[config.mk]
export PLATFORM = sky130hd
export DESIGN_NAME = vid_mmr
export DESIGN_NICKNAME = d
export VERILOG_FILES = /design/src/logic/vid_mmr_pkg.sv /design/src/logic/cpsa_regs.sv /design/src/logic/cpsb_addr_map.sv /design/src/logic/cpsb_read_mux.sv /design/src/logic/cpsb_regs.sv /design/src/logic/vid_mmr.sv
export SDC_FILE = /design/constraint.sdc
export NUM_CORES = 2
export LEC_CHECK = 0
export BUFFER_PORTS_ARGS = -buffer_cell sky130_fd_sc_hd__buf_4
export CORE_UTILIZATION = 45
export CTS_BUF_LIST = sky130_fd_sc_hd__clkbuf_8
export DETAILED_ROUTE_END_ITERATION = 7
export PLACE_DENSITY = 0.68
export SLEW_MARGIN = 20
export SYNTH_ARGS = -nofsm -noshare
export SYNTH_HDL_FRONTEND = slang
export SYNTH_SLANG_ARGS = --single-unit
[constraint.sdc]
create_clock -name clk -period 16.9 [get_ports clk]
set_input_delay 0.845 -clock clk [delete_from_list [all_inputs] [get_ports clk]]
set_output_delay 0.845 -clock clk [all_outputs]
set_load 0.005 [all_outputs]
[src/logic/vid_mmr_pkg.sv]
// Video register block definitions
package vid_mmr_pkg;

    typedef logic [15:0] word_t;
    typedef logic [7:0]  cfg_byte_t;
    typedef logic [4:0]  reg_addr_t;
    typedef logic [10:0] cpsb_hit_t;

    typedef enum logic {
        pal_idle,
        pal_pending
    } pal_copy_state_t;

    // configuration chain, byte 0 is the most recently shifted in
    localparam int cfg_len = 21;
    localparam logic [8*cfg_len-1:0] cfg_reset =
        {{(cfg_len-3){8'h00}}, 8'h00, 8'h05, 8'h32};

    // byte positions of the non-address fields in the chain
    localparam int cfg_board_id    = 1;
    localparam int cfg_mask0       = 12;
    localparam int cfg_game        = 16;
    localparam int cfg_bank_offset = 17;
    localparam int cfg_bank_mask   = 19;

    // chip B hit vector bits
    localparam int hit_id       = 0;
    localparam int hit_mult1    = 1;
    localparam int hit_mult2    = 2;
    localparam int hit_rslt0    = 3;
    localparam int hit_rslt1    = 4;
    localparam int hit_layer    = 5;
    localparam int hit_prio0    = 6;
    localparam int hit_prio1    = 7;
    localparam int hit_prio2    = 8;
    localparam int hit_prio3    = 9;
    localparam int hit_pal_page = 10;
    localparam int hit_count    = 11;

    localparam reg_addr_t addr_none      = 5'h1f;
    localparam word_t     prio_reset     = 16'hffff;
    localparam logic [5:0] pal_page_reset = 6'h3f;
    localparam word_t     open_bus       = 16'hffff;

    // chip A fixed map
    localparam int        cpsa_num       = 18;
    localparam reg_addr_t cpsa_obj_base  = 5'h00;
    localparam reg_addr_t cpsa_scr1_base = 5'h01;
    localparam reg_addr_t cpsa_scr2_base = 5'h02;
    localparam reg_addr_t cpsa_scr3_base = 5'h03;
    localparam reg_addr_t cpsa_row_base  = 5'h04;
    localparam reg_addr_t cpsa_pal_base  = 5'h05;
    localparam reg_addr_t cpsa_hpos1     = 5'h06;
    localparam reg_addr_t cpsa_vpos1     = 5'h07;
    localparam reg_addr_t cpsa_hpos2     = 5'h08;
    localparam reg_addr_t cpsa_vpos2     = 5'h09;
    localparam reg_addr_t cpsa_hpos3     = 5'h0a;
    localparam reg_addr_t cpsa_vpos3     = 5'h0b;
    localparam reg_addr_t cpsa_hstar1    = 5'h0c;
    localparam reg_addr_t cpsa_vstar1    = 5'h0d;
    localparam reg_addr_t cpsa_hstar2    = 5'h0e;
    localparam reg_addr_t cpsa_vstar2    = 5'h0f;
    localparam reg_addr_t cpsa_star_base = 5'h10;
    localparam reg_addr_t cpsa_ppu_ctrl  = 5'h11;

    typedef struct packed {
        reg_addr_t  addr;
        logic [1:0] dsn;    // active low byte selects
        word_t      data;
    } bus_wr_t;

    typedef struct packed {
        word_t obj_base;
        word_t scr1_base;
        word_t scr2_base;
        word_t scr3_base;
        word_t row_base;
        word_t star_base;
        word_t pal_base;
        word_t hpos1;
        word_t vpos1;
        word_t hpos2;
        word_t vpos2;
        word_t hpos3;
        word_t vpos3;
        word_t hstar1;
        word_t vstar1;
        word_t hstar2;
        word_t vstar2;
        word_t ppu_ctrl;
    } cpsa_out_t;

    typedef struct packed {
        word_t      layer_ctrl;
        word_t      prio0;
        word_t      prio1;
        word_t      prio2;
        word_t      prio3;
        logic [5:0] pal_page_en;
    } cpsb_ctrl_t;

    typedef struct packed {
        cfg_byte_t  board_id;
        cfg_byte_t  layer_mask0;
        cfg_byte_t  layer_mask1;
        cfg_byte_t  layer_mask2;
        cfg_byte_t  layer_mask3;
        cfg_byte_t  layer_mask4;
        logic [5:0] game;
        word_t      bank_offset;
        word_t      bank_mask;
    } cpsb_cfg_t;

endpackage

[src/logic/cpsa_regs.sv]
// Chip A register file
`timescale 1ns/1ns

module cpsa_regs import vid_mmr_pkg::*; (
    input  logic      clk,
    input  logic      reg_rst,
    input  logic      ppu1_cs,
    input  bus_wr_t   bus,
    output cpsa_out_t regs,
    output logic      pal_copy
);

    word_t           regs_q [cpsa_num];
    pal_copy_state_t pal_state_q;
    logic            wr_en;
    logic            pal_wr;

    // only the 18 low word addresses exist in the fixed map
    assign wr_en  = ppu1_cs && (bus.addr <= cpsa_ppu_ctrl);
    assign pal_wr = ppu1_cs && (bus.addr == cpsa_pal_base);

    // byte lanes with dsn low take the new data
    function automatic word_t lane_merge(word_t old_q, word_t new_d, logic [1:0] dsn);
        word_t merged;
        merged[15:8] = dsn[1] ? old_q[15:8] : new_d[15:8];
        merged[7:0]  = dsn[0] ? old_q[7:0]  : new_d[7:0];
        return merged;
    endfunction

    always_ff @(posedge clk or posedge reg_rst) begin
        if (reg_rst) begin
            for (int i = 0; i < cpsa_num; i++) begin
                regs_q[i] <= '0;
            end
        end else if (wr_en) begin
            regs_q[bus.addr] <= lane_merge(regs_q[bus.addr], bus.data, bus.dsn);
        end
    end

    // palette copy waits for the select to drop so pal_base is settled
    always_ff @(posedge clk or posedge reg_rst) begin
        if (reg_rst) begin
            pal_state_q <= pal_idle;
            pal_copy    <= 1'b0;
        end else begin
            pal_copy <= 1'b0;
            case (pal_state_q)
                pal_idle: begin
                    if (pal_wr) begin
                        pal_state_q <= pal_pending;
                    end
                end
                pal_pending: begin
                    if (!ppu1_cs) begin
                        pal_copy    <= 1'b1;
                        pal_state_q <= pal_idle;
                    end
                end
                default: pal_state_q <= pal_idle;
            endcase
        end
    end

    assign regs.obj_base  = regs_q[cpsa_obj_base];
    assign regs.scr1_base = regs_q[cpsa_scr1_base];
    assign regs.scr2_base = regs_q[cpsa_scr2_base];
    assign regs.scr3_base = regs_q[cpsa_scr3_base];
    assign regs.row_base  = regs_q[cpsa_row_base];
    assign regs.star_base = regs_q[cpsa_star_base];
    assign regs.pal_base  = regs_q[cpsa_pal_base];
    assign regs.hpos1     = regs_q[cpsa_hpos1];
    assign regs.vpos1     = regs_q[cpsa_vpos1];
    assign regs.hpos2     = regs_q[cpsa_hpos2];
    assign regs.vpos2     = regs_q[cpsa_vpos2];
    assign regs.hpos3     = regs_q[cpsa_hpos3];
    assign regs.vpos3     = regs_q[cpsa_vpos3];
    assign regs.hstar1    = regs_q[cpsa_hstar1];
    assign regs.vstar1    = regs_q[cpsa_vstar1];
    assign regs.hstar2    = regs_q[cpsa_hstar2];
    assign regs.vstar2    = regs_q[cpsa_vstar2];
    assign regs.ppu_ctrl  = regs_q[cpsa_ppu_ctrl];

    // the palette engine expects one request per write burst
    pal_copy_single: assert property (
        @(posedge clk) disable iff (reg_rst)
        pal_copy |=> !pal_copy
    ) else $error("pal_copy held high for more than one cycle");

endmodule

[src/logic/cpsb_addr_map.sv]
// Chip B address decode
`timescale 1ns/1ns

module cpsb_addr_map import vid_mmr_pkg::*; (
    input  logic      clk,
    input  logic      reg_rst,
    input  logic      cfg_we,
    input  cfg_byte_t cfg_data,
    input  reg_addr_t addr,
    output cpsb_hit_t hit,
    output cpsb_cfg_t cfg
);

    logic [8*cfg_len-1:0] chain_q;
    logic                 addr_valid;

    // new byte enters at position 0, the oldest byte falls off the top
    always_ff @(posedge clk or posedge reg_rst) begin
        if (reg_rst) begin
            chain_q <= cfg_reset;
        end else if (cfg_we) begin
            chain_q <= {chain_q[8*cfg_len-9:0], cfg_data};
        end
    end

    // 0x1f is never a chip B register
    assign addr_valid = (addr != addr_none);

    // the ID address lives in byte 0, the other ten addresses follow byte 1
    for (genvar i = 0; i < hit_count; i++) begin : g_hit
        localparam int byte_idx = (i == hit_id) ? 0 : i + 1;
        reg_addr_t cfg_addr;

        // configured byte address, shifted down to a word address
        assign cfg_addr = chain_q[8*byte_idx+1 +: 5];
        assign hit[i]   = addr_valid && (addr == cfg_addr);
    end

    assign cfg.board_id    = chain_q[8*cfg_board_id +: 8];
    assign cfg.layer_mask0 = chain_q[8*cfg_mask0 +: 8];
    assign cfg.layer_mask1 = chain_q[8*(cfg_mask0+1) +: 8];
    assign cfg.layer_mask2 = chain_q[8*(cfg_mask0+2) +: 8];
    assign cfg.layer_mask3 = chain_q[8*(cfg_mask0+3) +: 8];
    // layer 4 has no byte of its own and shares the layer 3 mask
    assign cfg.layer_mask4 = cfg.layer_mask3;
    assign cfg.game        = chain_q[8*cfg_game +: 6];
    assign cfg.bank_offset = chain_q[8*cfg_bank_offset +: 16];
    assign cfg.bank_mask   = chain_q[8*cfg_bank_mask +: 16];

    // a corrupted byte would silently move registers around
    cfg_data_known: assert property (
        @(posedge clk) disable iff (reg_rst)
        cfg_we |-> !$isunknown(cfg_data)
    ) else $error("cfg_data has unknown bits while cfg_we is high");

endmodule

[src/logic/cpsb_read_mux.sv]
// Chip B read data
`timescale 1ns/1ns

module cpsb_read_mux import vid_mmr_pkg::*; (
    input  logic       clk,
    input  logic       reg_rst,
    input  logic       ppu2_cs,
    input  cpsb_hit_t  hit,
    input  cpsb_ctrl_t ctrl,
    input  word_t      mult1,
    input  word_t      mult2,
    input  word_t      rslt0,
    input  word_t      rslt1,
    input  cfg_byte_t  board_id,
    output word_t      mmr_dout
);

    word_t rd_data;

    // anything but a single hit reads as open bus
    always_comb begin
        case (hit)
            cpsb_hit_t'(1) << hit_id:
                rd_data = {4'd0, board_id[7:4], 4'd0, board_id[3:0]};
            cpsb_hit_t'(1) << hit_mult1:    rd_data = mult1;
            cpsb_hit_t'(1) << hit_mult2:    rd_data = mult2;
            cpsb_hit_t'(1) << hit_rslt0:    rd_data = rslt0;
            cpsb_hit_t'(1) << hit_rslt1:    rd_data = rslt1;
            cpsb_hit_t'(1) << hit_layer:    rd_data = ctrl.layer_ctrl;
            cpsb_hit_t'(1) << hit_prio0:    rd_data = ctrl.prio0;
            cpsb_hit_t'(1) << hit_prio1:    rd_data = ctrl.prio1;
            cpsb_hit_t'(1) << hit_prio2:    rd_data = ctrl.prio2;
            cpsb_hit_t'(1) << hit_prio3:    rd_data = ctrl.prio3;
            cpsb_hit_t'(1) << hit_pal_page: rd_data = {10'd0, ctrl.pal_page_en};
            default:                        rd_data = open_bus;
        endcase
    end

    // loaded on every selected cycle, held otherwise
    always_ff @(posedge clk or posedge reg_rst) begin
        if (reg_rst) begin
            mmr_dout <= open_bus;
        end else if (ppu2_cs) begin
            mmr_dout <= rd_data;
        end
    end

    dout_after_reset: assert property (
        @(posedge clk) $fell(reg_rst) |-> (mmr_dout == open_bus)
    ) else $error("mmr_dout is not open bus after reset");

endmodule

[src/logic/cpsb_regs.sv]
// Chip B writable registers
`timescale 1ns/1ns

module cpsb_regs import vid_mmr_pkg::*; (
    input  logic       clk,
    input  logic       reg_rst,
    input  logic       ppu2_cs,
    input  bus_wr_t    bus,
    input  cpsb_hit_t  hit,
    output cpsb_ctrl_t ctrl,
    output word_t      mult1,
    output word_t      mult2,
    output word_t      rslt0,
    output word_t      rslt1
);

    logic        wr_en;
    logic [31:0] product;

    // chip B only takes full word writes
    assign wr_en = ppu2_cs && (bus.dsn == 2'b00);

    always_ff @(posedge clk or posedge reg_rst) begin
        if (reg_rst) begin
            mult1            <= '0;
            mult2            <= '0;
            ctrl.layer_ctrl  <= '0;
            ctrl.prio0       <= prio_reset;
            ctrl.prio1       <= prio_reset;
            ctrl.prio2       <= prio_reset;
            ctrl.prio3       <= prio_reset;
            ctrl.pal_page_en <= pal_page_reset;
        end else if (wr_en) begin
            // aliased addresses write every register they hit
            if (hit[hit_mult1]) begin
                mult1 <= bus.data;
            end
            if (hit[hit_mult2]) begin
                mult2 <= bus.data;
            end
            if (hit[hit_layer]) begin
                ctrl.layer_ctrl <= bus.data;
            end
            if (hit[hit_prio0]) begin
                ctrl.prio0 <= bus.data;
            end
            if (hit[hit_prio1]) begin
                ctrl.prio1 <= bus.data;
            end
            if (hit[hit_prio2]) begin
                ctrl.prio2 <= bus.data;
            end
            if (hit[hit_prio3]) begin
                ctrl.prio3 <= bus.data;
            end
            if (hit[hit_pal_page]) begin
                ctrl.pal_page_en <= bus.data[5:0];
            end
        end
    end

    assign product = {16'd0, mult1} * {16'd0, mult2};

    // product trails the operands by one clock
    always_ff @(posedge clk or posedge reg_rst) begin
        if (reg_rst) begin
            rslt0 <= '0;
            rslt1 <= '0;
        end else begin
            rslt0 <= product[15:0];
            rslt1 <= product[31:16];
        end
    end

endmodule

[src/logic/vid_mmr.sv]
// Video register block top
`timescale 1ns/1ns

module vid_mmr import vid_mmr_pkg::*; (
    input  logic       clk,
    input  logic       reg_rst,
    input  logic       ppu1_cs,
    input  logic       ppu2_cs,
    input  bus_wr_t    bus,
    input  logic       cfg_we,
    input  cfg_byte_t  cfg_data,
    output word_t      mmr_dout,
    output cpsa_out_t  cpsa,
    output logic       pal_copy,
    output cpsb_ctrl_t ctrl,
    output cpsb_cfg_t  cfg
);

    cpsb_hit_t hit;
    word_t     mult1;
    word_t     mult2;
    word_t     rslt0;
    word_t     rslt1;

    // relocatable window decode
    cpsb_addr_map addr_map_i (
        .clk      (clk),
        .reg_rst  (reg_rst),
        .cfg_we   (cfg_we),
        .cfg_data (cfg_data),
        .addr     (bus.addr),
        .hit      (hit),
        .cfg      (cfg)
    );

    // fixed window, scroll and base registers
    cpsa_regs cpsa_regs_i (
        .clk      (clk),
        .reg_rst  (reg_rst),
        .ppu1_cs  (ppu1_cs),
        .bus      (bus),
        .regs     (cpsa),
        .pal_copy (pal_copy)
    );

    cpsb_regs cpsb_regs_i (
        .clk      (clk),
        .reg_rst  (reg_rst),
        .ppu2_cs  (ppu2_cs),
        .bus      (bus),
        .hit      (hit),
        .ctrl     (ctrl),
        .mult1    (mult1),
        .mult2    (mult2),
        .rslt0    (rslt0),
        .rslt1    (rslt1)
    );

    // only chip B drives the read bus
    cpsb_read_mux read_mux_i (
        .clk      (clk),
        .reg_rst  (reg_rst),
        .ppu2_cs  (ppu2_cs),
        .hit      (hit),
        .ctrl     (ctrl),
        .mult1    (mult1),
        .mult2    (mult2),
        .rslt0    (rslt0),
        .rslt1    (rslt1),
        .board_id (cfg.board_id),
        .mmr_dout (mmr_dout)
    );

endmodule

# Word level (Yosys, flattened, before mapping)
# Cells that the tools add are included.
[totals] ff_bits=624 latchBits=0 ramBits=0 mem_bits_ro=0 input_bits=36 out_inout_bits=477 n_memories=0
[classes] add_sub_neg=0 mul=1 div_mod_pow=0 magnitude_cmp=3 eq_ne=24 n_shift=0 muxes=14 bitwise_logic=2 n_reduce_logical=24
[ops] operator="$bwmux W288" n=1
[ops] operator="$pmux W16 S11" n=1
[ops] operator="$bmux W16 S5" n=1
[ops] operator="$demux W16 S5" n=1
[ops] operator="$eq A5 B5 Y1" n=11
[ops] operator="$mux W16" n=3
[ops] operator="$mul A16 B16 Y32" n=1
[ops] operator="$mux W8" n=2
[ops] operator="$reduce_and A2 Y1" n=8
[ops] operator="$logic_and A1 B1 Y1" n=15
[ops] operator="$eq A11 B1 Y1 const B" n=1
[ops] operator="$eq A11 B10 Y1 const B" n=1
[ops] operator="$eq A11 B11 Y1 const B" n=1
[ops] operator="$eq A11 B2 Y1 const B" n=1
[ops] operator="$eq A11 B3 Y1 const B" n=1
[ops] operator="$eq A11 B4 Y1 const B" n=1
[ops] operator="$eq A11 B5 Y1 const B" n=1
[ops] operator="$eq A11 B6 Y1 const B" n=1
[ops] operator="$eq A11 B7 Y1 const B" n=1
[ops] operator="$eq A11 B8 Y1 const B" n=1
[ops] operator="$eq A11 B9 Y1 const B" n=1
[ops] operator="$ge A6 B6 Y1 const B" n=1
[ops] operator="$lt A6 B1 Y1 const B" n=1
[ops] operator="$not A5 Y6" n=1
[ops] operator="7 further kinds" n=10

# Logic depth before layout (Yosys ltp)
[logic_depth] depth_word=6 ltp_mapped=23 depth_no_buf=22

# Cells and area by module
# From an unflattened synthesis, not the netlist that was laid out.
[hier_totals] hier_cells=3396 area_unflattened_um2=37895.1
[modules_own_cells] module="cpsb_regs" n_inst=1 cells_per_inst=1286 area_each_um2=13917.1 seq_area_each_um2=3841.2
[modules_own_cells] module="cpsa_regs" n_inst=1 cells_per_inst=1275 area_each_um2=13640.6 seq_area_each_um2=7257.0
[modules_own_cells] module="cpsb_addr_map" n_inst=1 cells_per_inst=528 area_each_um2=7977.7 seq_area_each_um2=4210.3
[modules_own_cells] module="cpsb_read_mux" n_inst=1 cells_per_inst=307 area_each_um2=2359.8 seq_area_each_um2=420.4

# Worst setup path after synthesis
# OpenSTA, ideal clock, no wires.
[synth_path] path_kind="reg-to-reg" from="register cpsb_regs_i.mult1[7]" to="register cpsb_regs_i.rslt1[14]" arrival_ps=5991 path_slack_ps=10829 path_stages_with_launch=24 n_path_buf=2 cell_sequence="dfrtp_1 -> clkbuf_1 -> clkbuf_1 -> nand2_1 -> fa_1 -> inv_1 -> fa_1 -> inv_1 -> fa_1 -> inv_1 -> fa_1 -> fa_1 -> inv_1 -> fa_1 -> inv_1 -> ha_1 -> and3_1 -> a221o_1 -> nand2_1 -> o211ai_1 -> a311oi_1 -> nor2_1 -> a221oi_1 -> xnor2_1"
[synth_between] elab_chain_cells=1
[synth_lines] element="start: declaration" line_no="cpsb_regs.sv:11" rtl="output word_t mult1,"
[synth_lines] element="start signal: assignment" line_no="cpsb_regs.sv:36" rtl="mult1 <= bus.data;"
[synth_lines] element="$mul A16 B16 Y32" line_no="cpsb_regs.sv:62" rtl="assign product = {16'd0, mult1} * {16'd0, mult2};"
[synth_lines] element="named net cpsb_regs_i.product[30]" line_no="cpsb_regs.sv:18" rtl="logic [31:0] product;"
[synth_lines] element="end signal: assignment" line_no="cpsb_regs.sv:71" rtl="rslt1 <= product[31:16];"
[synth_lines] element="end: declaration" line_no="cpsb_regs.sv:14" rtl="output word_t rslt1"
# The timed path passes the listed nets, and every way through them passes these cells.
# A chain may end at the register's enable or synchronous reset.

# Worst setup path in the final report
[layout_path] from="register cpsb_regs_i.mult1[10]" to="register cpsb_regs_i.rslt1[14]"
# Same word-level chain as after synthesis.

==> flow_metrics.tcl <==
set metrics [dict create \
    final_cell_mix "606 x mux2_2, 560 x buf_4, 533 x dfrtp_1, 263 x inv_1, 194 x fa_1" \
    synth_flop_cell "dfrtp_1" \
    final_common_cell "mux2_2" \
    synth.net_count 3173 \
    synth-seq-area-share_pct 43.0 \
    ant_nets 0 \
    die_x_um 287 \
    timing.fmax_mhz 148 \
    cts_setup_buffers 0 \
    post-route-min-period_ns 6.77 \
    cts_num_sinks 624 \
    cts_hold_buf 0 \
    clkPwrFrac_pct 25.2 \
    coreArea_mm2 0.0804 \
    grt_usage_pct 27.9 \
    wl_met3_um 10800 \
    async_flop_share_pct 100 \
    synth.top_cell.area_share_pct 36.5 \
    switching_share_pct 33.9 \
    final_nets 3601 \
    grt_pass1_vias 25900 \
    ios 513 \
    rrSetupSlack_ns 10.13 \
    wl_met2_um 52800 \
    synth_area_per_cell_um2 12.9 \
    tightest_slew_ns 1.26 \
    vias 24700 \
    period_share_pct 40.0 \
    worst-path-max-fanout 18 \
    setup_violations 0 \
    reg2reg_to "cpsb_regs_i.rslt1[14]$_DFF_PP0_" \
    drive_above_1_share_pct 46.3 \
    grt.overflow.total 0 \
    initial_core_util_pct 45.4 \
    hpwl_um 82000 \
    ir_drop_uv 77.2 \
    p_switching_mw 1.87 \
    multi_input_area_mm2 0.0187 \
    fillers 7034 \
    die_area_mm2 0.0823 \
    crit_type "reg2reg" \
    met1_length_um 45700 \
    drv_slew 0 \
    start_kind "flop" \
    portBuffers 512 \
    finalSetupTns_ns 0 \
    viasPerCell 5.60 \
    yosysWarnings 0 \
    critical_path.endpoint "cpsb_regs_i.rslt1[14]$_DFF_PP0_" \
    rows 104 \
    clk_latency_ns 0.75 \
    end_kind "flop" \
    drt_iter0_markers 1610 \
    cts_resized 0 \
    seq_power_share_pct 44.1 \
    fin_ws_ns 10.13 \
    outcome "complete, no violations" \
    hp-start "ppu1_cs" \
    grt_max_degree 100 \
    max_slew_margin_pct 16.0 \
    cts_buffers 109 \
    regToRegStartpoint "cpsb_regs_i.mult1[10]$_DFFE_PP0P_" \
    grt_setup_unrepaired "false" \
    pwr_density_cell_mw_per_mm2 129 \
    synthToLayoutAreaGrowth_pct 17.7 \
    synth_cell_types 71 \
    setup.worst_path.start "cpsb_regs_i.mult1[10]$_DFFE_PP0P_" \
    cts_tree "done" \
    hold_viol 0 \
    arrival_ns 7.42 \
    p_comb_share_pct 30.7 \
    synth_edf_count 0 \
    drc 0 \
    post_drt_wl_per_cell_um 25.7 \
    netlist_area_mm2 0.0365 \
    p_leak_nw 20.7 \
    fp.dieH_um 287 \
    dp_slack_ns 10.20 \
    routed.top_layer "met5" \
    drt-total-wl_um 113000 \
    cts_root_buf "clkbuf_8" \
    cap_violations 0 \
    clockBufferDepth 3 \
    clkTransAtPathRegs_ns 0.06 \
    grt_pass1_wl_um 172000 \
    regArea_mm2 0.0157 \
    cp.required_ns 17.55 \
    intPower_mw 3.66 \
    min_path_type "in2reg" \
    ys_ff_latch 624 \
    routabilityCongestion 0.925 \
    synth_area_leader_cell "dfrtp_1" \
    finClkSkew_ns 0.0553 \
    synth_area_leaders "dfrtp_1 37%, mux2_2 19%, fa_1 11%" \
    htree_levels 3 \
    antenna_found_initial 7 \
    syn_inst 2839 \
    rr_worst_depth 19 \
    first_pass_iters 6 \
]
## layout make-up
| cell class | count | share of cell area (%) |
|---|---|---|
| clock inverters | 63 | 0.914 |
| diodes | 4 | 0.0233 |
| well taps | 1060 | 3.08 |
| multi-input cells | 1744 | 43.4 |
| repair buffers | 565 | 9.88 |
| flip-flops and latches | 624 | 36.6 |
| clock buffers | 129 | 4.13 |
| inverters | 223 | 1.96 |
## worst min-delay path by stage
stage                                              endpoint  slack (ns)  depth (start not counted)
after floorplan           cpsa_regs_i.pal_state_q$_DFF_PP0_        0.46                          1
after global placement    cpsa_regs_i.pal_state_q$_DFF_PP0_        0.47                          1
after detailed placement  cpsa_regs_i.pal_state_q$_DFF_PP0_        0.48                          1
after CTS                    cpsa_regs_i.pal_copy$_DFF_PP0_        0.22                          2
after global routing         cpsa_regs_i.pal_copy$_DFF_PP0_        0.26                          2
final                        cpsa_regs_i.pal_copy$_DFF_PP0_        0.30                          2
## metal layers
layer	vias to the layer above	track usage [%]
met4	2	9.75
met2	1009	44.1
li1	10500	-
met1	12900	36.3
met3	219	8.75
met5	-	0
## power by group through the flow
stage / clock network [mW] / registers (mW) / logic (mW)
final: 1.39 / 2.44 / 1.70
after global routing: 1.49 / 2.50 / 1.84
after CTS: 1.43 / 2.44 / 1.71
after detailed placement: 0 / 2.46 / 1.70
after global placement: 0 / 2.44 / 1.68
after floorplan: 0 / 2.26 / 1.08
## cells by family after synthesis
logic type / share of synthesized area (%)
flops: 43.0
fa+ha+maj: 14.2
buf+inv: 6.18
simple gates: 6.93
compound gates: 5.02
mux: 22.6
xor+xnor: 2.01
## flip-flops by register name, indices dropped and copies added, names as in the netlist
name                     count
addr_map_i.chain_q         168
cpsb_regs_i.rslt0           16
cpsb_regs_i.rslt1           16
cpsa_regs_i.pal_state_q      1
read_mux_i.mmr_dout         16
cpsa_regs_i.regs           288
cpsb_regs_i.mult2           16
cpsa_regs_i.pal_copy         1
cpsb_regs_i.ctrl            86
cpsb_regs_i.mult1           16
## per-stage QoR
| step | hold WS [ns] | total power, mW | utilization (%) | std cells | area, um^2 |
|---|---|---|---|---|---|
| 2_1_floorplan | 0.456 | 3.34 | - | 2839 | 36500 |
| 3_3_place_gp | 0.467 | 4.12 | 50.7 | 4214 | 40800 |
| 3_5_place_dp | 0.476 | 4.16 | 50.7 | 4214 | 40800 |
| 4_1_cts | 0.223 | 5.57 | 53.4 | 4406 | 43000 |
| 5_1_grt | 0.264 | 5.83 | 53.5 | 4411 | 43000 |
| 6_report | 0.298 | 5.53 | 53.5 | 4412 | 43000 |
## cells in the mapped netlist (13+ instances only)
master    number
mux2_2       606
dfrtp_1      533
inv_1        223
fa_1         194
nand2_1      187
and2_1       119
ha_1         104
clkbuf_1      97
dfstp_2       91
buf_4         90
nor2_1        79
mux4_2        64
buf_2         43
xnor2_1       43
xor2_1        39
a21oi_1       31
a221oi_1      23
a22oi_1       22
a22o_1        21
a222oi_1      18
nor3_1        17
nand2b_1      15
o21ai_0       13
## critical path: stages, from the launching register on
cell	delay, ns
dfrtp_1	0.79
nand2_1	0.17
fa_1	0.54
fa_1	0.57
fa_1	0.45
fa_1	0.54
inv_1	0.04
fa_1	0.47
inv_1	0.05
fa_1	0.48
inv_1	0.04
ha_1	0.33
o21ai_0	0.33
o21bai_1	0.12
a21oi_1	0.39
o211ai_1	0.26
a311oi_1	0.45
nor2_1	0.13
a221oi_1	0.35
xnor2_1	0.15
Note: power is estimated with default switching activity, not from simulation.
